File: src/source/exec_pkg.sv
// shared types for the execution back end; stage modules import what they use from here
package exec_pkg;

    // data or address word
    typedef logic [31:0] word_t;

    // physical destination tag, matched by the reorder buffer
    typedef logic [7:0] prd_t;

    // funct3 encodings of RV32 loads and stores
    typedef enum logic [2:0] {
        size_byte   = 3'b000,
        size_half   = 3'b001,
        size_word   = 3'b010,
        size_byte_u = 3'b100,
        size_half_u = 3'b101
    } mem_size_t;

    // one entry on the ALU path, loads and stores included
    typedef struct packed {
        logic      valid;
        word_t     pc;
        prd_t      prd;
        // byte address when mem_read or mem_write is set
        word_t     result;
        word_t     store_data;
        logic      mem_read;
        logic      mem_write;
        logic      mem_to_reg;
        mem_size_t funct3;
    } ex_entry_t;

    // completion record sent to the reorder buffer
    typedef struct packed {
        logic  valid;
        word_t pc;
        prd_t  prd;
        word_t value;
    } completion_t;

endpackage
File: src/source/exmem_stage.sv
// EX/MEM boundary; holds the ALU entry for the memory stage and retires mul and div results
module exmem_stage (
    input  logic                  clk,
    input  logic                  reset,
    input  exec_pkg::ex_entry_t   alu_issue,
    input  exec_pkg::completion_t mul_result,
    input  exec_pkg::completion_t div_result,
    output exec_pkg::ex_entry_t   mem_req,
    output exec_pkg::completion_t mul_complete,
    output exec_pkg::completion_t div_complete
);
    import exec_pkg::*;

    // ALU path entry, consumed by the memory stage next cycle
    always_ff @(posedge clk or posedge reset) begin
        if (reset) begin
            mem_req.valid      <= 1'b0;
            mem_req.pc         <= '0;
            mem_req.prd        <= '0;
            mem_req.result     <= '0;
            mem_req.store_data <= '0;
            mem_req.mem_read   <= 1'b0;
            mem_req.mem_write  <= 1'b0;
            mem_req.mem_to_reg <= 1'b0;
            mem_req.funct3     <= size_byte;
        end else begin
            mem_req <= alu_issue;
        end
    end

    // mul and div need no memory access, so they complete from here
    always_ff @(posedge clk or posedge reset) begin
        if (reset) begin
            mul_complete.valid <= 1'b0;
            mul_complete.pc    <= '0;
            mul_complete.prd   <= '0;
            mul_complete.value <= '0;
        end else begin
            mul_complete.valid <= mul_result.valid;
            mul_complete.pc    <= mul_result.pc;
            mul_complete.prd   <= mul_result.prd;
            mul_complete.value <= mul_result.value;
        end
    end

    always_ff @(posedge clk or posedge reset) begin
        if (reset) begin
            div_complete.valid <= 1'b0;
            div_complete.pc    <= '0;
            div_complete.prd   <= '0;
            div_complete.value <= '0;
        end else begin
            div_complete.valid <= div_result.valid;
            div_complete.pc    <= div_result.pc;
            div_complete.prd   <= div_result.prd;
            div_complete.value <= div_result.value;
        end
    end

endmodule

File: config.mk
export PLATFORM = sky130hd
export DESIGN_NAME = exmem_stage
export DESIGN_NICKNAME = d
export VERILOG_FILES = /design/src/source/exec_pkg.sv /design/src/source/exmem_stage.sv
export SDC_FILE = /design/constraint.sdc
export NUM_CORES = 1
export LEC_CHECK = 0
export ABC_AREA = 1
export BUFFER_PORTS_ARGS = -buffer_cell sky130_fd_sc_hd__buf_2
export CAP_MARGIN = 40
export CORE_AREA = 2 2 199 201
export DETAILED_ROUTE_END_ITERATION = 10
export DIE_AREA = 0 0 201 203
export PLACE_DENSITY_LB_ADDON = 0.12
export SYNTH_ARGS = -nofsm -noshare
export SYNTH_HDL_FRONTEND = slang
export SYNTH_SLANG_ARGS = --single-unit
File: constraint.sdc
create_clock -name clk -period 14.9 [get_ports clk]
set_input_delay 2.98 -clock clk [delete_from_list [all_inputs] [get_ports clk]]
set_output_delay 2.98 -clock clk [all_outputs]
set_load 0.02 [all_outputs]
==> results.md <==
* Synth-to-layout area growth at 67.9%
* DRC at 0
* Clk pwr share at 46.0%
* Mapped Cells at 258
* Grt total ovfl at 0
* Reg area at 0.00643 mm^2
* Layout Nets at 1,068
* Post-synth net total at 517
* Resize count post-CTS at 0
* Sw power at 0.381 mW
* Rows at 72
* CP Launch Type: flip-flop
* Max-Cap Viols at 0
* Initial DRT Pass Iterations at 4
* Unrepaired setup endpoints after global routing: no
* Critical path's top delay family: flip-flops
* Pin count of the biggest net entering global routing at 90
* Count leader, synth: dfrtp_1
* Placer Congestion at 0.714
* IO Port Bufs at 515
* Layout cells sized above 1 at 68.6%
* Multi-input gate area at 0 um^2
* Area leader, netlist: dfrtp_1
* Crit path DAT at 1.10 ns
* Post-synth top cells: dfrtp_1, inv_1
* Met1 Use GR at 9.60%
* Initial cell density of the core at 16.7%
* Clk sinks at 257
* Yosys cell types at 2
* Combinational power share at 8.5%
* Post-synth EDFFs at 0
* First-pass GRT wire length at 30.2 mm
* Gr usage total at 10.1%
* Number of global-route vias before repair at 4,661
* Final-report hold violation count at 0
* Post-DR vias/cell at 3.18
* Ys Warns at 0
* Synth Area per Inst at 24.9 um^2
* # Post-CTS Setup Buffers at 0
* Final wirelength at 21.3 mm
* Hold Slack at 2.38 ns
* Final max-slew violation count at 0
* Peak supply drop at 0.0793 mV
* Multi-input gates at 0
* Slew headroom at 69.9%
* Met2 Resource Use GR at 18.4%
* Status: completed
* Initial DRC count at 123
* Required time of the worst setup path at 11.92 ns
* Setup TNS at 0 ns
* Dominant synthesized flop cell: dfrtp_1
* CTS tree: done
* Setup violators final at 0
* Switching Share at 23.5%
* CP bufs+invs at 1
* CTS Buf Count at 29
* Sequential share of power at 45.6%
* Final worst slack at 10.82 ns
* Power Dens Cells at 150 mW/mm^2
* Min-Delay Path Class: input port to async pin
* WL/cell at 15.7 um
* Worst-path cell chain: buf_2
* Max stage delay on crit path at 0.36 ns
* Worst-Margin Slew at 0.452 ns
* H-tree Lvls at 1
* Cell area after synthesis at 0.00643 mm^2
* Pre-CTS setup slack at 10.28 ns
* Period minus WS final at 4.08 ns
* Crit-path slowest cell: dfrtp_1
* Die Footprint at 0.0408 mm^2
* Top fanout value on the critical path at 1
* Post-route ant nets at 0
* Root Driver: clkbuf_16
* Die Y at 203 um
* Yosys top cell area share at 99.9%
* WS Path Type: flip-flop to primary output
* Power Internal at 1.24 mW
* Total number of vias at 4,299
* Total power at 1.63 mW
* Largest cells by area after synthesis: dfrtp_1, inv_1
* Busiest layer in global routing: met2
* FMAX at 245 MHz
* Core area at 0.0385 mm^2
* Register area share after synthesis at 99.9%
* Lkg Pwr at 5.59 nW
* Grt met3 use at 5.52%
* Setup crit end kind: primary output
* CTS Hold Bufs at 0
* Final period util at 27.4%
* Clock tree buffer depth at 3
* Chip width at 201 um
* Async SR Flop Fraction at 100%
* Clk slew on worst S/H paths at 0.06 ns
* Post-synthesis register bit count at 257
* Initial antenna violation count at 7
* Fillers at 3,977
* IO Pins at 516
* HPWL Detailed at 16.8 mm
[path summary, 6_finish.rpt]
check | startpoint | cells past startpoint | end
min in group clk | mul_result[59] | 1 | mul_complete[59]
max in group asynchronous | reset | 6 | mem_req[109]
worst max-delay path | mul_complete[17] | 1 | mul_complete[17]
worst min-delay path | reset | 2 | mem_req[49]
[routing by layer]
layer	up-vias	share of wire, %
met1	2065	31
met3	44	12
met4	6	2.6
met2	266	54
li1	1918	-
met5	-	0.17
[cells by family after synthesis]
kind of cell / share of synthesized area (%)
buf+inv: 0.0583
flops: 99.9
[through the flow]
stage	area [um^2]	instances	util (%)
detailed placement	9770	1296	25.4
finish	10800	1353	28.1
global route	10800	1351	28.1
floorplan	6430	258	-
global placement	9680	1293	25.2
CTS	10800	1350	28.1
[state kept, by name, indices dropped and copies added, names as in the netlist]
signal / count
mul_complete: 73
div_complete: 73
mem_req: 111
[layout make-up]
class,instances,area share [%]
diodes,3,0.0695
clock inverters,11,1.44
clock buffers,43,8.13
well taps,518,6.00
repair buffers,520,24.8
inverters,1,0.104
flip-flops and latches,257,59.5
[power by group through the flow]
stage               Combinational (mW)  Sequential, mW  Clock (mW)
detailed placement               0.143           0.753           0
CTS                              0.143           0.741       0.780
global route                     0.149           0.744       0.813
finish                           0.138           0.740       0.747
global placement                 0.141           0.753           0
floorplan                       0.0101           0.803           0
[placed cells by master, fill, tap and decap left out]
cell        count
buf_16          3
buf_2         515
buf_4           2
bufinv_16       3
clkbuf_1        4
clkbuf_16      29
clkbuf_8       10
clkinv_2        4
clkinv_4        1
clkinvlp_4      1
dfrtp_1       257
diode_2         3
inv_16          1
inv_6           1
inv_8           1
Power figures use the tool's default switching activity.
