File: src/source/exec_pkg.sv
// shared types for the execution back end; stage modules import what they use from here
package exec_pkg;

    // data or address word
    typedef logic [31:0] word_t;

    // physical destination tag, matched by the reorder buffer
    typedef logic [7:0] prd_t;

    // funct3 encodings of RV32 loads and stores
    typedef enum logic [2:0] {
        size_byte   = 3'b000,
        size_half   = 3'b001,
        size_word   = 3'b010,
        size_byte_u = 3'b100,
        size_half_u = 3'b101
    } mem_size_t;

    // one entry on the ALU path, loads and stores included
    typedef struct packed {
        logic      valid;
        word_t     pc;
        prd_t      prd;
        // byte address when mem_read or mem_write is set
        word_t     result;
        word_t     store_data;
        logic      mem_read;
        logic      mem_write;
        logic      mem_to_reg;
        mem_size_t funct3;
    } ex_entry_t;

    // completion record sent to the reorder buffer
    typedef struct packed {
        logic  valid;
        word_t pc;
        prd_t  prd;
        word_t value;
    } completion_t;

endpackage
File: src/source/load_store_unit.sv
// memory stage logic; drives the data memory port and extracts load data by funct3
module load_store_unit (
    input  exec_pkg::ex_entry_t mem_req,
    input  exec_pkg::word_t     dmem_rdata,
    output logic [29:0]         dmem_addr,
    output exec_pkg::word_t     dmem_wdata,
    output logic [3:0]          dmem_be,
    output logic                dmem_we,
    output exec_pkg::word_t     load_data
);
    import exec_pkg::*;

    logic [1:0] byte_off;
    word_t      shifted;
    word_t      extended;

    assign byte_off  = mem_req.result[1:0];
    assign dmem_addr = mem_req.result[31:2];
    assign dmem_we   = mem_req.valid && mem_req.mem_write;

    // lane enables and store data placement
    always_comb begin
        case (mem_req.funct3)
            size_byte, size_byte_u: begin
                dmem_be    = 4'b0001 << byte_off;
                dmem_wdata = {4{mem_req.store_data[7:0]}};
            end
            size_half, size_half_u: begin
                // bit 0 ignored for halves
                dmem_be    = byte_off[1] ? 4'b1100 : 4'b0011;
                dmem_wdata = {2{mem_req.store_data[15:0]}};
            end
            default: begin
                dmem_be    = 4'b1111;
                dmem_wdata = mem_req.store_data;
            end
        endcase
    end

    // move the addressed lane down to bit 0
    always_comb begin
        case (mem_req.funct3)
            size_byte, size_byte_u: shifted = dmem_rdata >> {byte_off, 3'b000};
            size_half, size_half_u: shifted = dmem_rdata >> {byte_off[1], 4'b0000};
            default:                shifted = dmem_rdata;
        endcase
    end

    always_comb begin
        case (mem_req.funct3)
            size_byte:   extended = {{24{shifted[7]}}, shifted[7:0]};
            size_half:   extended = {{16{shifted[15]}}, shifted[15:0]};
            size_byte_u: extended = {24'b0, shifted[7:0]};
            size_half_u: extended = {16'b0, shifted[15:0]};
            default:     extended = shifted;
        endcase
    end

    // zero unless a load is presented
    assign load_data = mem_req.mem_read ? extended : '0;

endmodule

File: config.mk
export PLATFORM = sky130hd
export DESIGN_NAME = load_store_unit
export DESIGN_NICKNAME = d
export VERILOG_FILES = /design/src/source/exec_pkg.sv /design/src/source/load_store_unit.sv
export SDC_FILE = /design/constraint.sdc
export NUM_CORES = 1
export LEC_CHECK = 0
export ABC_AREA = 1
export BUFFER_PORTS_ARGS = -buffer_cell sky130_fd_sc_hd__buf_2
export CAP_MARGIN = 20
export CORE_AREA = 5 5 90 92
export DETAILED_ROUTE_END_ITERATION = 10
export DIE_AREA = 0 0 95 97
export GPL_TIMING_DRIVEN = 1
export PLACE_DENSITY = 0.66
export SLEW_MARGIN = 20
export SYNTH_ARGS = -nofsm -noshare
export SYNTH_HDL_FRONTEND = slang
export SYNTH_SLANG_ARGS = --single-unit
File: constraint.sdc
create_clock -name vclk -period 3
set_input_delay 0.9 -clock vclk [all_inputs]
set_output_delay 0.9 -clock vclk [all_outputs]
set_load 0.005 [all_outputs]
==> results.md, run 1 <==
* RSZ-0062 raised after global routing: true
* Hold WC Path Type: in -> out
* Largest net degree at the start of global routing at 29
* Period utilization at 100%
* Nets at 556
* Global-route wire length before repair at 10.4 mm
* Final Setup Violations at 0
* Leakage power figure at 1.34 nW
* Final worst slack at 0.248 ps
* Worst vdd ir at 0.0460 mV
* Worst-margin pin slew at 457 ps
* Vias at 2288
* WL/cell at 13.6 um
* Core area at 7140 um2
* DRT Wirelength at 6.97 mm
* CP Class: in -> out
* Pre-Repair DR Iteration Count at 4
* DRC viols at 0
* Place WS at -62.9 ps
* Crit end category: output port
* Avg Cell Area, Syn at 4.96 um2
* Post-DP Area at 2110 um2
* Worst EP arrival at 2100 ps
* Layout cell share with drive strength beyond 1 at 49.1%
* Gr usage total at 13.4%
* Area Growth Syn to Fin at 59.9%
* Die X at 95 um
* Port bufs at 141
* Initial Util at 20.7%
* Num sequential at 0
* Filler cell count at 856
* Mapped cell area at 1480 um2
* CP Max Fanout at 8
* Slew Viols, Final at 0
* Most area-consuming cells after synthesis: nand2_1 (22%), buf_4 (20%), nor2_1 (8.9%), o21ai_0 (8.8%), nand3_1 (5.8%)
* Distinct cells, synth at 21
* Post-synthesis sequential area ratio at 0%
* Fin crit period at 3000 ps
* Mapped Nets at 441
* Cells after Synth at 298
* CP max-delay cell: buf_4
* Post-synth top area share at 22.3%
* Storage element area at 0 um2
* Outcome: finished clean
* Die height at 97 um
* Routability cong. at 0.848
* DRT antenna net count at 0
* Max Cap Violations at 0
* Worst path max stage delay at 140 ps
* DIE AREA at 9220 um2
* Fin area at 2360 um2
* Grt ovf at 0
* CP Cell Sequence: buf_8 -> buf_4 -> nor2_2 -> inv_1 -> nor2_2 -> nand3_4 -> nand2_8 -> nand2_8 -> nor2_4 -> buf_2
* 1st-iter DRT viols at 76
* Final Power at 377 uW
* Setup crit start kind: primary input
* Slew margin rel. at 69.5%
* Detailed placer's ending HPWL at 5.60 mm
* Core Rows at 31
* DR vias/cell at 4.47
* CP required at 2100 ps
* PD cells at 159 nW/um2
* Final Hold Viols at 0
* Warnings, synthesis at 0
* Clock buf count at 0
* Area of the multi-input gates at 1190 um2
* Post-synth top area cell: nand2_1
* Vias in the first global route at 2169
* Boundary pin count at 242
* Initial antenna violation count at 0
* Fmax at 333 MHz
-- cell usage after synthesis, types with 2 or more instances --
master,instances
nand2_1,88
buf_4,40
nor2_1,35
o21ai_0,26
inv_1,22
nand3_1,17
a21oi_1,15
clkbuf_1,11
nor2_2,10
o211ai_1,10
o31ai_1,7
o21ai_1,4
buf_2,2
inv_2,2
nand2_2,2
nand2_4,2
-- layout by cell type (no fill, tap or decap) --
master and instances:
nor2_1 27, nand2_8 5, o21ai_0 21, nand2_2 3, nand3_4 1, o21ai_1 7, clkbuf_4 1, nand3_1 17
inv_1 20, o211ai_1 10, nand2_1 84, a31oi_1 1, buf_12 1, buf_8 1, clkinvlp_4 1, nand2_4 1
inv_2 2, nor2_4 11, diode_2 2, inv_6 1, nor2_2 7, o21ai_2 3, o31ai_1 7, buf_2 136
a21oi_1 15, buf_6 3, buf_4 25
-- power breakdown --
part | leakage, nW | internal, mW | switching (mW)
logic | 1.34 | 0.172 | 0.204
registers | 0 | 0 | 0
clock network | 0.0000127 | 0.0000000892 | 0
-- routing by layer --
layer	wire [um]	global-route usage, %	up-vias
li1	-	-	1156
met2	3400	22.1	98
met1	2690	17.0	1028
met4	54	2.00	0
met5	0	0	-
met3	820	4.73	6
-- worst paths after layout --
path | endpoint | startpoint | cells past startpoint | slack, ps
worst max-delay path | load_data[28] | mem_req[1] | 10 | 0.2
worst min-delay path | dmem_addr[13] | mem_req[53] | 0 | 1800
-- critical path, delay by kind of cell --
kind	cells	cell delay [ps]
and+or+nand+nor	6	730
buffers and inverters	4	440
-- cell type report --
| cell class | instances | area share [%] |
|---|---|---|
| Inverter | 24 | 4.18 |
| Tap cell | 99 | 5.24 |
| Antenna cell | 2 | 0.212 |
| Multi-Input combinational cell | 220 | 50.4 |
| Timing Repair Buffer | 167 | 39.9 |
-- per-stage QoR --
step | hold slack (ps) | util (%) | instances | setup TNS [ps]
global placement | 1800 | 29.5 | 505 | -198
CTS | 1800 | 30.3 | 507 | 0
detailed placement | 1800 | 29.5 | 505 | -795
finish | 1800 | 33.1 | 512 | 0
global route | 1800 | 33.1 | 510 | -1070
floorplan | 1870 | - | 298 | 0
-- what timing repair did --
item / in CTS / in global routing
resized for setup: 6 / 48
gates cloned: 1 / 0
buffers inserted: 1 / 3
endpoints found under the setup margin: 25 / 31
hold buffers: 0 / 0
pin swaps: 2 / 10
-- cells by family (layout without fill, tap and decap cells) --
logic type | count (synthesis) | after routing | synth area share, %
simple gates | 155 | 156 | 44.2
other cells | 0 | 2 | 0
buf+inv | 79 | 191 | 30.9
compound gates | 64 | 64 | 24.9
(Power assumes the default switching activity.)
==> inputs of run 2 (changes only) <==
MAX_ROUTING_LAYER = met4   (was default)
==> run 2 against run 1 <==
Against the previous run:
- via count is 0.31% lower
- critical path type unchanged
- total power down 0.75%
- cell area shrank 0.53%
- highest routed layer unchanged
- cell count unchanged
- global-route usage increased by 0.40 points
- maximum frequency grew 0.21%
- flip-flop and latch count did not move
- wire length about the same
- utilization is 0.18 points lower
- worst hold slack unchanged
- setup slack better by 6.2 ps
- first-iteration DRC count grew 2.6%
==> results.md, run 2 (synthesis gave the netlist of run 1 again) <==
* Hold WC Path Type: in -> out
* Pre-Repair DR Iteration Count at 4
* Global-route wire length before repair at 10.4 mm
* Util after Layout at 33.0%
* Vias in the first global route at 2167
* Hold depth at 0
* DRC viols at 0
* Boundary pin count at 242
* Detailed placer's ending HPWL at 5.60 mm
* Hold Path End: dmem_addr[13]
* WL/cell at 13.6 um
* Outcome: finished clean
* Final Setup Violations at 0
* Die X at 95 um
* Worst-margin pin slew at 457 ps
* Storage element area at 0 um2
* Non-Filler Instances at 512
* RSZ-0062 raised after global routing: true
* Period utilization at 99.8%
* DRT Wirelength at 6.96 mm
* Placed Cells at 505
* DIE AREA at 9220 um2
* DR vias/cell at 4.46
* 1st-iter DRT viols at 78
* Num sequential at 0
* Max Cap Violations at 0
* Vias at 2281
* Worst EP arrival at 2090 ps
* Worst path max stage delay at 130 ps
* Initial antenna violation count at 0
* Grt ovf at 0
* CP Cell Sequence: buf_8 -> inv_6 -> nand2_8 -> nand2_8 -> nand2_2 -> nand3_1 -> nand2_1 -> nand2_2 -> nand3_4 -> nand2_8 -> nand2_8 -> nor2_4 -> buf_2
* Hold buffers post-CTS at 0
* CP Class: in -> out
* Final Hold Slack at 1800 ps
* Fmax at 334 MHz
* Worst Path Buf+Inv at 3
* Final Hold Viols at 0
* Fin crit period at 2990 ps
* CP required at 2100 ps
* Slew Viols, Final at 0
* Critical path's top delay family: simple AND/OR/NAND/NOR gates
* Crit end category: output port
* Layout cell share with drive strength beyond 1 at 49.1%
* Area Growth Syn to Fin at 59.1%
* Initial Util at 20.7%
* Worst vdd ir at 0.0433 mV
* Die height at 97 um
* Most frequent cells in the layout: buf_2 (138), nand2_1 (84), nor2_1 (27)
* CP Max Fanout at 8
* Slew margin rel. at 69.5%
* CP Launch Point: mem_req[1]
* DRT antenna net count at 0
* Routability cong. at 0.861
* Clock buf count at 0
* Crit-path most repeated cell: nand2_8
* Largest net degree at the start of global routing at 29
* PD cells at 159 nW/um2
* Min-delay src: mem_req[53]
* Leakage power figure at 1.34 nW
* Port bufs at 141
* Nets at 556
* Core area at 7140 um2
* Gr usage total at 13.8%
* Setup crit start kind: primary input
* Most common library cell in the layout ignoring fill and taps: buf_2
* Core Rows at 31
* CP max-delay cell: nor2_4
run 2: metrics by stage:
stage | setup slack [ps] | setup TNS (ps) | instance area, um2 | power (mW)
final | 6.48 | 0 | 2350 | 0.374
after global routing | -73.9 | -1080 | 2350 | 0.417
after CTS | 0.527 | 0 | 2160 | 0.340
after detailed placement | -62.9 | -795 | 2110 | 0.326
after global placement | -26.2 | -198 | 2110 | 0.321
after floorplan | 222 | 0 | 1480 | 0.192
run 2: area by class of cell:
type | count | area, um2
antenna | 2 | 5.00
tap | 99 | 124
fill | 859 | 4780
inverter | 24 | 98.8
multi-input combinational | 220 | 1190
timing repair buffer | 167 | 932
run 2: what timing repair did:
item / CTS / global route
buffers inserted: 1 / 3
pin swaps: 2 / 10
resized for setup: 6 / 46
setup endpoints to repair: 25 / 31
gates cloned: 1 / 0
run 2: power by group:
part           internal (mW)  switching, mW    total [mW]
Clock           0.0000000892              0  0.0000000892
Sequential                 0              0             0
Combinational          0.170          0.204         0.374
Total                  0.170          0.204         0.374
run 2: worst max-delay path by stage:
| stage | end | slack (ps) | cells after the start |
|---|---|---|---|
| 2_1_floorplan | load_data[21] | 220 | 12 |
| 3_3_place_gp | load_data[18] | -30 | 12 |
| 3_5_place_dp | load_data[8] | -60 | 10 |
| 4_1_cts | load_data[18] | 0.5 | 13 |
| 5_1_grt | load_data[28] | -70 | 10 |
| 6_report | load_data[28] | 6 | 13 |
run 2: per-layer routing:
metal	global-route usage, %	share of wire (%)	vias to the layer above
met4	1.78	0.78	0
li1	-	-	1155
met5	-	0	-
met1	17.5	40	1025
met2	22.2	49	95
met3	4.11	11	6
