===== config.mk =====
export PLATFORM = sky130hd
export DESIGN_NAME = memwb_stage
export DESIGN_NICKNAME = d
export VERILOG_FILES = /design/src/source/exec_pkg.sv /design/src/source/memwb_stage.sv
export SDC_FILE = /design/constraint.sdc
export NUM_CORES = 1
export LEC_CHECK = 0
export BUFFER_PORTS_ARGS = -buffer_cell sky130_fd_sc_hd__buf_2
export CAP_MARGIN = 20
export CORE_UTILIZATION = 30
export DETAILED_ROUTE_END_ITERATION = 16
export GPL_TIMING_DRIVEN = 0
export MAX_ROUTING_LAYER = met4
export PLACE_DENSITY = 0.79
export RECOVER_POWER = 100
export SETUP_SLACK_MARGIN = 0.02
export SYNTH_ARGS = -nofsm -noshare
export SYNTH_HDL_FRONTEND = slang
export SYNTH_SLANG_ARGS = --single-unit

===== constraint.sdc =====
create_clock -name clk -period 2.4 [get_ports clk]
set_input_delay 0.48 -clock clk [delete_from_list [all_inputs] [get_ports clk]]
set_output_delay 0.48 -clock clk [all_outputs]
set_load 0.1 [all_outputs]

===== src/source/exec_pkg.sv =====
// shared types for the execution back end; stage modules import what they use from here
package exec_pkg;

    // data or address word
    typedef logic [31:0] word_t;

    // physical destination tag, matched by the reorder buffer
    typedef logic [7:0] prd_t;

    // funct3 encodings of RV32 loads and stores
    typedef enum logic [2:0] {
        size_byte   = 3'b000,
        size_half   = 3'b001,
        size_word   = 3'b010,
        size_byte_u = 3'b100,
        size_half_u = 3'b101
    } mem_size_t;

    // one entry on the ALU path, loads and stores included
    typedef struct packed {
        logic      valid;
        word_t     pc;
        prd_t      prd;
        // byte address when mem_read or mem_write is set
        word_t     result;
        word_t     store_data;
        logic      mem_read;
        logic      mem_write;
        logic      mem_to_reg;
        mem_size_t funct3;
    } ex_entry_t;

    // completion record sent to the reorder buffer
    typedef struct packed {
        logic  valid;
        word_t pc;
        prd_t  prd;
        word_t value;
    } completion_t;

endpackage

===== src/source/memwb_stage.sv =====
// MEM/WB boundary; merges load results into the ALU completion for the reorder buffer
module memwb_stage (
    input  logic                  clk,
    input  logic                  reset,
    input  exec_pkg::ex_entry_t   mem_req,
    input  exec_pkg::word_t       load_data,
    output exec_pkg::completion_t alu_complete
);
    import exec_pkg::*;

    word_t wb_value;

    // loads report memory data, everything else the ALU result
    always_comb begin
        if (mem_req.mem_to_reg) begin
            wb_value = load_data;
        end else begin
            wb_value = mem_req.result;
        end
    end

    // stores complete too, one record per valid entry
    always_ff @(posedge clk or posedge reset) begin
        if (reset) begin
            alu_complete.valid <= 1'b0;
            alu_complete.pc    <= '0;
            alu_complete.prd   <= '0;
            alu_complete.value <= '0;
        end else begin
            alu_complete.valid <= mem_req.valid;
            alu_complete.pc    <= mem_req.pc;
            alu_complete.prd   <= mem_req.prd;
            alu_complete.value <= wb_value;
        end
    end

endmodule


==> impl_metrics.env, run 1 <==
export IMPL_layout_nets=445
export IMPL_worstSetupPathType="reg -> out"
export IMPL_synthAdderAreaFrac=0
export IMPL_wl_per_cell_um=13.0
export IMPL_cp_top_family="buffers and inverters"
export IMPL_biggestRegsByFlops="alu_complete (73)"
export IMPL_cts_buffers=9
export IMPL_die_area_sq_um=8280
export IMPL_route_detailed_drc=0
export IMPL_regMostFlops="alu_complete"
export IMPL_yosysWarnings=0
export IMPL_gp_congestion=0.732
export IMPL_hold_class="in -> reg"
export IMPL_internal_power_mw=1.96
export IMPL_layout_cells_non_filler=409
export IMPL_power_mw=3.09
export IMPL_fin_area_sq_um=3450
export IMPL_io_buffers=179
export IMPL_cpPeakStageDelay_ps=430
export IMPL_grt_max_degree=74
export IMPL_ys_seq_area_frac=0.769
export IMPL_ios=218
export IMPL_finalHoldViolCount=0
export IMPL_grt_use_total=0.135
export IMPL_wirelength_um=5310
export IMPL_die_w_um=91.0
export IMPL_avgViaCountPerCell=3.96
export IMPL_area_growth_pct=45.2
export IMPL_finalCritPeriodShare=0.667
export IMPL_coreArea_sq_um=7690
export IMPL_synthCells=110
export IMPL_p_switching_mw=1.14
export IMPL_finalMaxSlewViolations=0
export IMPL_ant_nets=0
export IMPL_initialDrtViolationCount=20
export IMPL_max_freq_ghz=0.624
export IMPL_final_cell_mix="buf_2 (179), dfrtp_1 (73), mux2_1 (27), clkbuf_8 (10), clkbuf_1 (4)"
export IMPL_yosys_area_share_simple=0
export IMPL_first_global_vias=1658
export IMPL_rsz0062_at_grt="no"
export IMPL_ir_drop_mv=0.354
export IMPL_cts_tree="yes"
export IMPL_post_dp_cell_area_sq_um=3400
export IMPL_yosys_register_bits=73
export IMPL_antenna_found_initial=2
export IMPL_vias=1621
export IMPL_first_pass_iters=4
export IMPL_setup_violations=0
export IMPL_postCtsSetupBuffers=0
export IMPL_synthesis_area_sq_um=2370
export IMPL_die_h_um=91.0
export IMPL_initial_core_util=0.309
export IMPL_clkTransAtPathRegs_ps=80
export IMPL_cts_hold_buf=0
export IMPL_endpoint_kind="output port"
export IMPL_gr_total_overflow=0
export IMPL_synth_compound_area_frac=0
export IMPL_setup_tns_ps=0
export IMPL_power_frac_clock=0.307
export IMPL_slowest_stage="buf_2"
export IMPL_cts_root_buf="clkbuf_8"
export IMPL_grt_pass1_wl_um=8050
export IMPL_drive_above_1_share=0.659
export IMPL_power_frac_seq=0.428
export IMPL_cts_resized=0
export IMPL_layout_min_cycle_time_ps=1600
export IMPL_ctsLongestPathBuffers=2
export IMPL_htreeDepth=3
export IMPL_synth_area_mux_share=0.199
export IMPL_fill_cells=771
export IMPL_crit_path_start_kind="flop"
export IMPL_path_max_fanout=1
export IMPL_p_sw_frac=0.368
export IMPL_synth_top_family_by_area="multiplexers"
export IMPL_synth_nets=255
export IMPL_final_common_cell="buf_2"
export IMPL_largest_reg_flops=73
export IMPL_comb_power_share=0.265
export IMPL_dpl_cell_count=391
export IMPL_tightest_slew_ps=1450
export IMPL_power_density_nw_per_um2=897
export IMPL_max_slew_margin_rel=0.0344
export IMPL_drv_cap=0
export IMPL_cp_arrival_ps=1120
export IMPL_synth_xor_area_frac=0
export IMPL_timing_critical_path_buf_inv=1
export IMPL_hpwl_um=4050
export IMPL_status="complete, no violations"
export IMPL_critical_path_required_ps=1920
export IMPL_cts_sinks=73
export IMPL_p_leak_nw=1.81
export IMPL_path_cells="buf_2"
export IMPL_avgSynthCellArea_sq_um=21.6
export IMPL_row_count=32
export IMPL_ys_types=6
[path summary, 6_finish.rpt]
kind | cells past startpoint | slack (ps) | start | to
max in group asynchronous | 2 | 940 | reset | alu_complete[44]
hold / removal | 1 | 240 | mem_req[92] | alu_complete[54]
setup / recovery | 1 | 800 | alu_complete[31] | alu_complete[31]
min in group asynchronous | 2 | 570 | reset | alu_complete[70]
[metrics by stage]
stage / setup WS (ps) / utilization / hold WS [ps]
CTS: 774 / 0.469 / 222
detailed placement: 1080 / 0.442 / 589
global route: 643 / 0.449 / 217
global placement: -681 / 0.442 / 588
finish: 798 / 0.449 / 244
floorplan: 66.7 / - / 511
[power groups by stage]
stage / registers (mW) / clock network (mW) / logic, mW
final: 1.32 / 0.950 / 0.821
after global routing: 1.33 / 1.05 / 0.847
after global placement: 1.35 / 0 / 0.867
after floorplan: 1.92 / 0 / 0.110
after detailed placement: 1.35 / 0 / 0.875
after CTS: 1.32 / 0.994 / 0.875
[metal layers]
layer	global-route usage	routed length (um)	up-vias
met5	-	0	-
met4	0.0675	105	0
met3	0.0620	594	10
met2	0.223	2630	112
met1	0.134	1980	753
li1	-	-	746
[final cells by class]
| type | instances | area, sq um | share of cell area |
|---|---|---|---|
| sequential | 73 | 1830 | 0.530 |
| buffer | 4 | 15.0 | 0.00435 |
| tap | 102 | 128 | 0.0370 |
| timing repair buffer | 179 | 896 | 0.260 |
| clock inverter | 6 | 65.1 | 0.0189 |
| clock buffer | 10 | 138 | 0.0399 |
| inverter | 1 | 3.75 | 0.00109 |
| multi-input combinational | 32 | 372 | 0.108 |
| antenna | 2 | 5.00 | 0.00145 |
[logic make-up after synthesis]
family   Yosys count
buf+inv            5
flops             73
mux               32
[cell usage after synthesis, drive strengths merged]
cell type | n | area [sq um]
inv | 1 | 3.75
mux2 | 32 | 473
buf | 4 | 71.3
dfrtp | 73 | 1830
(Power assumes the default switching activity.)
==> run 2, diff against run 1 <==
PLACE_DENSITY = 0.76   (was 0.79)
clock period = 1.7 ns   (was 2.4 ns; I/O delays follow)
==> impl_metrics.env, run 2 (synthesized netlist as in run 1, its figures left out) <==
export IMPL_critical_path_required_ps=1360
export IMPL_coreArea_sq_um=7690
export IMPL_internal_power_mw=3.10
export IMPL_path_max_fanout=1
export IMPL_cts_tree="yes"
export IMPL_final_cell_mix="buf_2 (105), dfrtp_1 (73), clkbuf_2 (73), mux2_1 (27), clkbuf_8 (11)"
export IMPL_fill_cells=735
export IMPL_hpwl_um=4130
export IMPL_power_frac_seq=0.398
export IMPL_hold_class="in -> reg"
export IMPL_antenna_found_initial=0
export IMPL_whs_ps=108
export IMPL_largest_reg_flops=73
export IMPL_p_leak_nw=1.85
export IMPL_fin_util=0.457
export IMPL_clkTransAtPathRegs_ps=80
export IMPL_register_area_sq_um=1830
export IMPL_layout_nets=446
export IMPL_ant_nets=0
export IMPL_grt_max_degree=40
export IMPL_cts_hold_buf=0
export IMPL_cpPeakStageDelay_ps=480
export IMPL_max_freq_ghz=0.675
export IMPL_slowest_stage="clkbuf_2"
export IMPL_status="complete, no violations"
export IMPL_p_switching_mw=1.60
export IMPL_ir_drop_mv=0.568
export IMPL_gr_total_overflow=0
export IMPL_regMostFlops="alu_complete"
export IMPL_crit_path_start_kind="flop"
export IMPL_power_frac_clock=0.355
export IMPL_cp_arrival_ps=1140
export IMPL_timing_critical_path_buf_inv=1
export IMPL_area_growth_pct=47.9
export IMPL_first_pass_iters=3
export IMPL_cts_resized=0
export IMPL_drive_above_1_share=0.656
export IMPL_vias=1602
export IMPL_finalMaxSlewViolations=0
export IMPL_grt_use_total=0.133
export IMPL_avgViaCountPerCell=3.94
export IMPL_ctsLongestPathBuffers=2
export IMPL_comb_power_share=0.247
export IMPL_die_h_um=91.0
export IMPL_cts_root_buf="clkbuf_8"
export IMPL_cts_buffers=9
export IMPL_wl_per_cell_um=13.1
export IMPL_htreeDepth=3
export IMPL_wirelength_um=5310
export IMPL_first_global_vias=1685
export IMPL_cts_sinks=73
export IMPL_layout_cells_non_filler=407
export IMPL_grt_pass1_wl_um=8010
export IMPL_path_cells="clkbuf_2"
export IMPL_final_common_cell="buf_2"
export IMPL_rsz0062_at_grt="no"
export IMPL_setup_tns_ps=0
export IMPL_drv_cap=0
export IMPL_ios=218
export IMPL_io_buffers=179
export IMPL_biggestRegsByFlops="alu_complete (73)"
export IMPL_power_density_nw_per_um2=1340
export IMPL_postCtsSetupBuffers=0
export IMPL_cp_top_family="buffers and inverters"
export IMPL_route_detailed_drc=0
export IMPL_initialDrtViolationCount=32
export IMPL_tightest_slew_ps=773
export IMPL_finalHoldViolCount=0
export IMPL_setup_violations=0
export IMPL_p_sw_frac=0.341
export IMPL_layout_min_cycle_time_ps=1480
export IMPL_worstSetupPathType="reg -> out"
export IMPL_finalCritPeriodShare=0.872
export IMPL_max_slew_margin_rel=0.484
export IMPL_dpl_cell_count=392
export IMPL_die_area_sq_um=8280
export IMPL_endpoint_kind="output port"
export IMPL_gp_congestion=0.733
export IMPL_die_w_um=91.0
export IMPL_row_count=32
export IMPL_n_antenna_cell=0
export IMPL_initial_core_util=0.309
export IMPL_multi_input_area_sq_um=372
run 2: cell types whose count changed in the layout (fill, tap and decap cells not counted), sizes merged:
cell,delta
clkinv,-3
buf,-73
clkbuf,+75
diode,-2
bufinv,+2
inv,-1
run 2: stage by stage:
| step | instance area [sq um] | power, mW | setup slack (ps) |
|---|---|---|---|
| finish | 3510 | 4.70 | 218 |
| global route | 3510 | 4.87 | 160 |
| CTS | 3670 | 4.84 | 225 |
| detailed placement | 3420 | 3.14 | 515 |
| global placement | 3400 | 3.12 | 125 |
| floorplan | 2380 | 2.87 | 477 |
run 2: power groups by stage:
stage | logic [mW] | clock network, mW | registers [mW]
6_report | 1.16 | 1.67 | 1.87
3_5_place_dp | 1.24 | 0 | 1.90
5_1_grt | 1.20 | 1.79 | 1.88
3_3_place_gp | 1.22 | 0 | 1.90
4_1_cts | 1.24 | 1.73 | 1.87
2_1_floorplan | 0.156 | 0 | 2.71
run 2: path summary, 6_finish.rpt:
check,startpoint,endpoint,slack [ps],depth (start not counted)
min in group asynchronous,reset,alu_complete[40],130,2
worst min-delay path,mem_req[78],alu_complete[40],110,1
max in group asynchronous,reset,alu_complete[34],940,3
worst max-delay path,alu_complete[9],alu_complete[9],220,1
run 2: cell type report:
type	count	share of cell area
inverter	1	0.00214
sequential	73	0.520
clock buffer	11	0.0431
multi-input combinational	32	0.106
timing repair buffer	180	0.260
buffer	4	0.00427
tap	102	0.0363
clock inverter	4	0.0281
run 2: per-layer routing:
layer  GRT usage  part of all wire
met1       0.145              0.40
met2       0.226              0.52
met3      0.0335             0.069
met4      0.0635             0.011
met5           -                 0
==> run 3, diff against run 2 <==
HOLD_SLACK_MARGIN = 0.15   (was not set)
==> impl_metrics.env, run 3 (synthesized netlist as in run 1, its figures left out) <==
export IMPL_power_mw=4.78
export IMPL_worstSetupPathType="reg -> out"
export IMPL_finalMaxSlewViolations=0
export IMPL_status="complete, no violations"
export IMPL_regMostFlops="alu_complete"
export IMPL_timing_critical_path_buf_inv=1
export IMPL_ctsLongestPathBuffers=2
export IMPL_max_freq_ghz=0.671
export IMPL_ant_nets=0
export IMPL_die_area_sq_um=8280
export IMPL_largest_reg_flops=73
export IMPL_critical_path_required_ps=1360
export IMPL_first_global_vias=1973
export IMPL_row_count=32
export IMPL_die_h_um=91.0
export IMPL_layout_nets=488
export IMPL_cp_arrival_ps=1150
export IMPL_biggestRegsByFlops="alu_complete (73)"
export IMPL_gr_total_overflow=0
export IMPL_clkTransAtPathRegs_ps=80
export IMPL_n_antenna_cell=0
export IMPL_io_buffers=179
export IMPL_rsz0062_at_grt="no"
export IMPL_path_cells="clkbuf_2"
export IMPL_route_detailed_drc=0
export IMPL_setup_tns_ps=0
export IMPL_area_growth_pct=65.6
export IMPL_wl_per_cell_um=13.5
export IMPL_final_common_cell="buf_2"
export IMPL_coreArea_sq_um=7690
export IMPL_cts_sinks=73
export IMPL_htreeDepth=3
export IMPL_power_density_nw_per_um2=1220
export IMPL_hpwl_um=4130
export IMPL_grt_max_degree=40
export IMPL_finalCritPeriodShare=0.876
export IMPL_finalHoldViolCount=0
export IMPL_layout_min_cycle_time_ps=1490
export IMPL_fill_cells=697
export IMPL_cts_resized=0
export IMPL_cts_buffers=9
export IMPL_hold_class="in -> reg"
export IMPL_initialDrtViolationCount=38
export IMPL_final_cell_mix="buf_2 (104), dfrtp_1 (73), clkbuf_2 (73), dlygate4sd3_1 (42), mux2_1 (27)"
export IMPL_die_w_um=91.0
export IMPL_wirelength_um=6040
export IMPL_slowest_stage="clkbuf_2"
export IMPL_antenna_found_initial=0
export IMPL_cts_tree="yes"
export IMPL_path_max_fanout=1
export IMPL_gp_congestion=0.733
export IMPL_ir_drop_mv=0.589
export IMPL_cp_top_family="buffers and inverters"
export IMPL_ios=218
export IMPL_avgViaCountPerCell=3.98
export IMPL_drive_above_1_share=0.573
export IMPL_cts_root_buf="clkbuf_8"
export IMPL_drv_cap=0
export IMPL_vias=1787
export IMPL_initial_core_util=0.309
export IMPL_first_pass_iters=3
export IMPL_crit_path_start_kind="flop"
export IMPL_setup_violations=0
export IMPL_grt_use_total=0.152
export IMPL_endpoint_kind="output port"
export IMPL_max_slew_margin_rel=0.490
export IMPL_tightest_slew_ps=763
export IMPL_cpPeakStageDelay_ps=480
export IMPL_grt_pass1_wl_um=9210
export IMPL_p_leak_nw=2.02
## run 3: worst paths after layout
check / startpoint / endpoint / slack [ps] / cells past startpoint
min: mem_req[65] / alu_complete[27] / 220 / 2
max in group asynchronous: reset / alu_complete[34] / 390 / 4
max: alu_complete[9] / alu_complete[9] / 210 / 1
min in group asynchronous: reset / alu_complete[45] / 690 / 3
## run 3: stage by stage
stage	util	hold slack (ps)	cells	worst slack, ps	instance area (sq um)
after floorplan	-	371	110	477	2380
after global placement	0.443	448	391	125	3400
after detailed placement	0.445	449	392	515	3420
after CTS	0.532	205	449	225	4090
after global routing	0.512	199	449	160	3930
final	0.512	216	449	210	3930
## run 3: layout make-up
type	count	area, sq um	share of cell area
flip-flops and latches	73	1830	0.465
repair buffers	222	1330	0.339
multi-input cells	32	372	0.0945
clock buffers	11	151	0.0385
well taps	102	128	0.0325
clock inverters	4	98.8	0.0251
plain buffers	4	15.0	0.00382
inverters	1	7.51	0.00191
## run 3: layer usage
metal  global-route usage  part of all wire
met5                    -                 0
met2                0.275              0.55
met4               0.0754             0.019
met3               0.0343             0.061
met1                0.155              0.37
## run 3: repair_timing
item,CTS,global route
hold buffers,42,0
buffers inserted,0,0
hold endpoints to repair,61,0
## run 3: power by group
part | total, mW | internal [mW] | switching [mW] | leakage, nW
clock network | 1.66 | 1.05 | 0.610 | 0.126
logic | 1.24 | 0.265 | 0.979 | 1.05
registers | 1.87 | 1.84 | 0.0296 | 0.851
total | 4.78 | 3.16 | 1.62 | 2.02
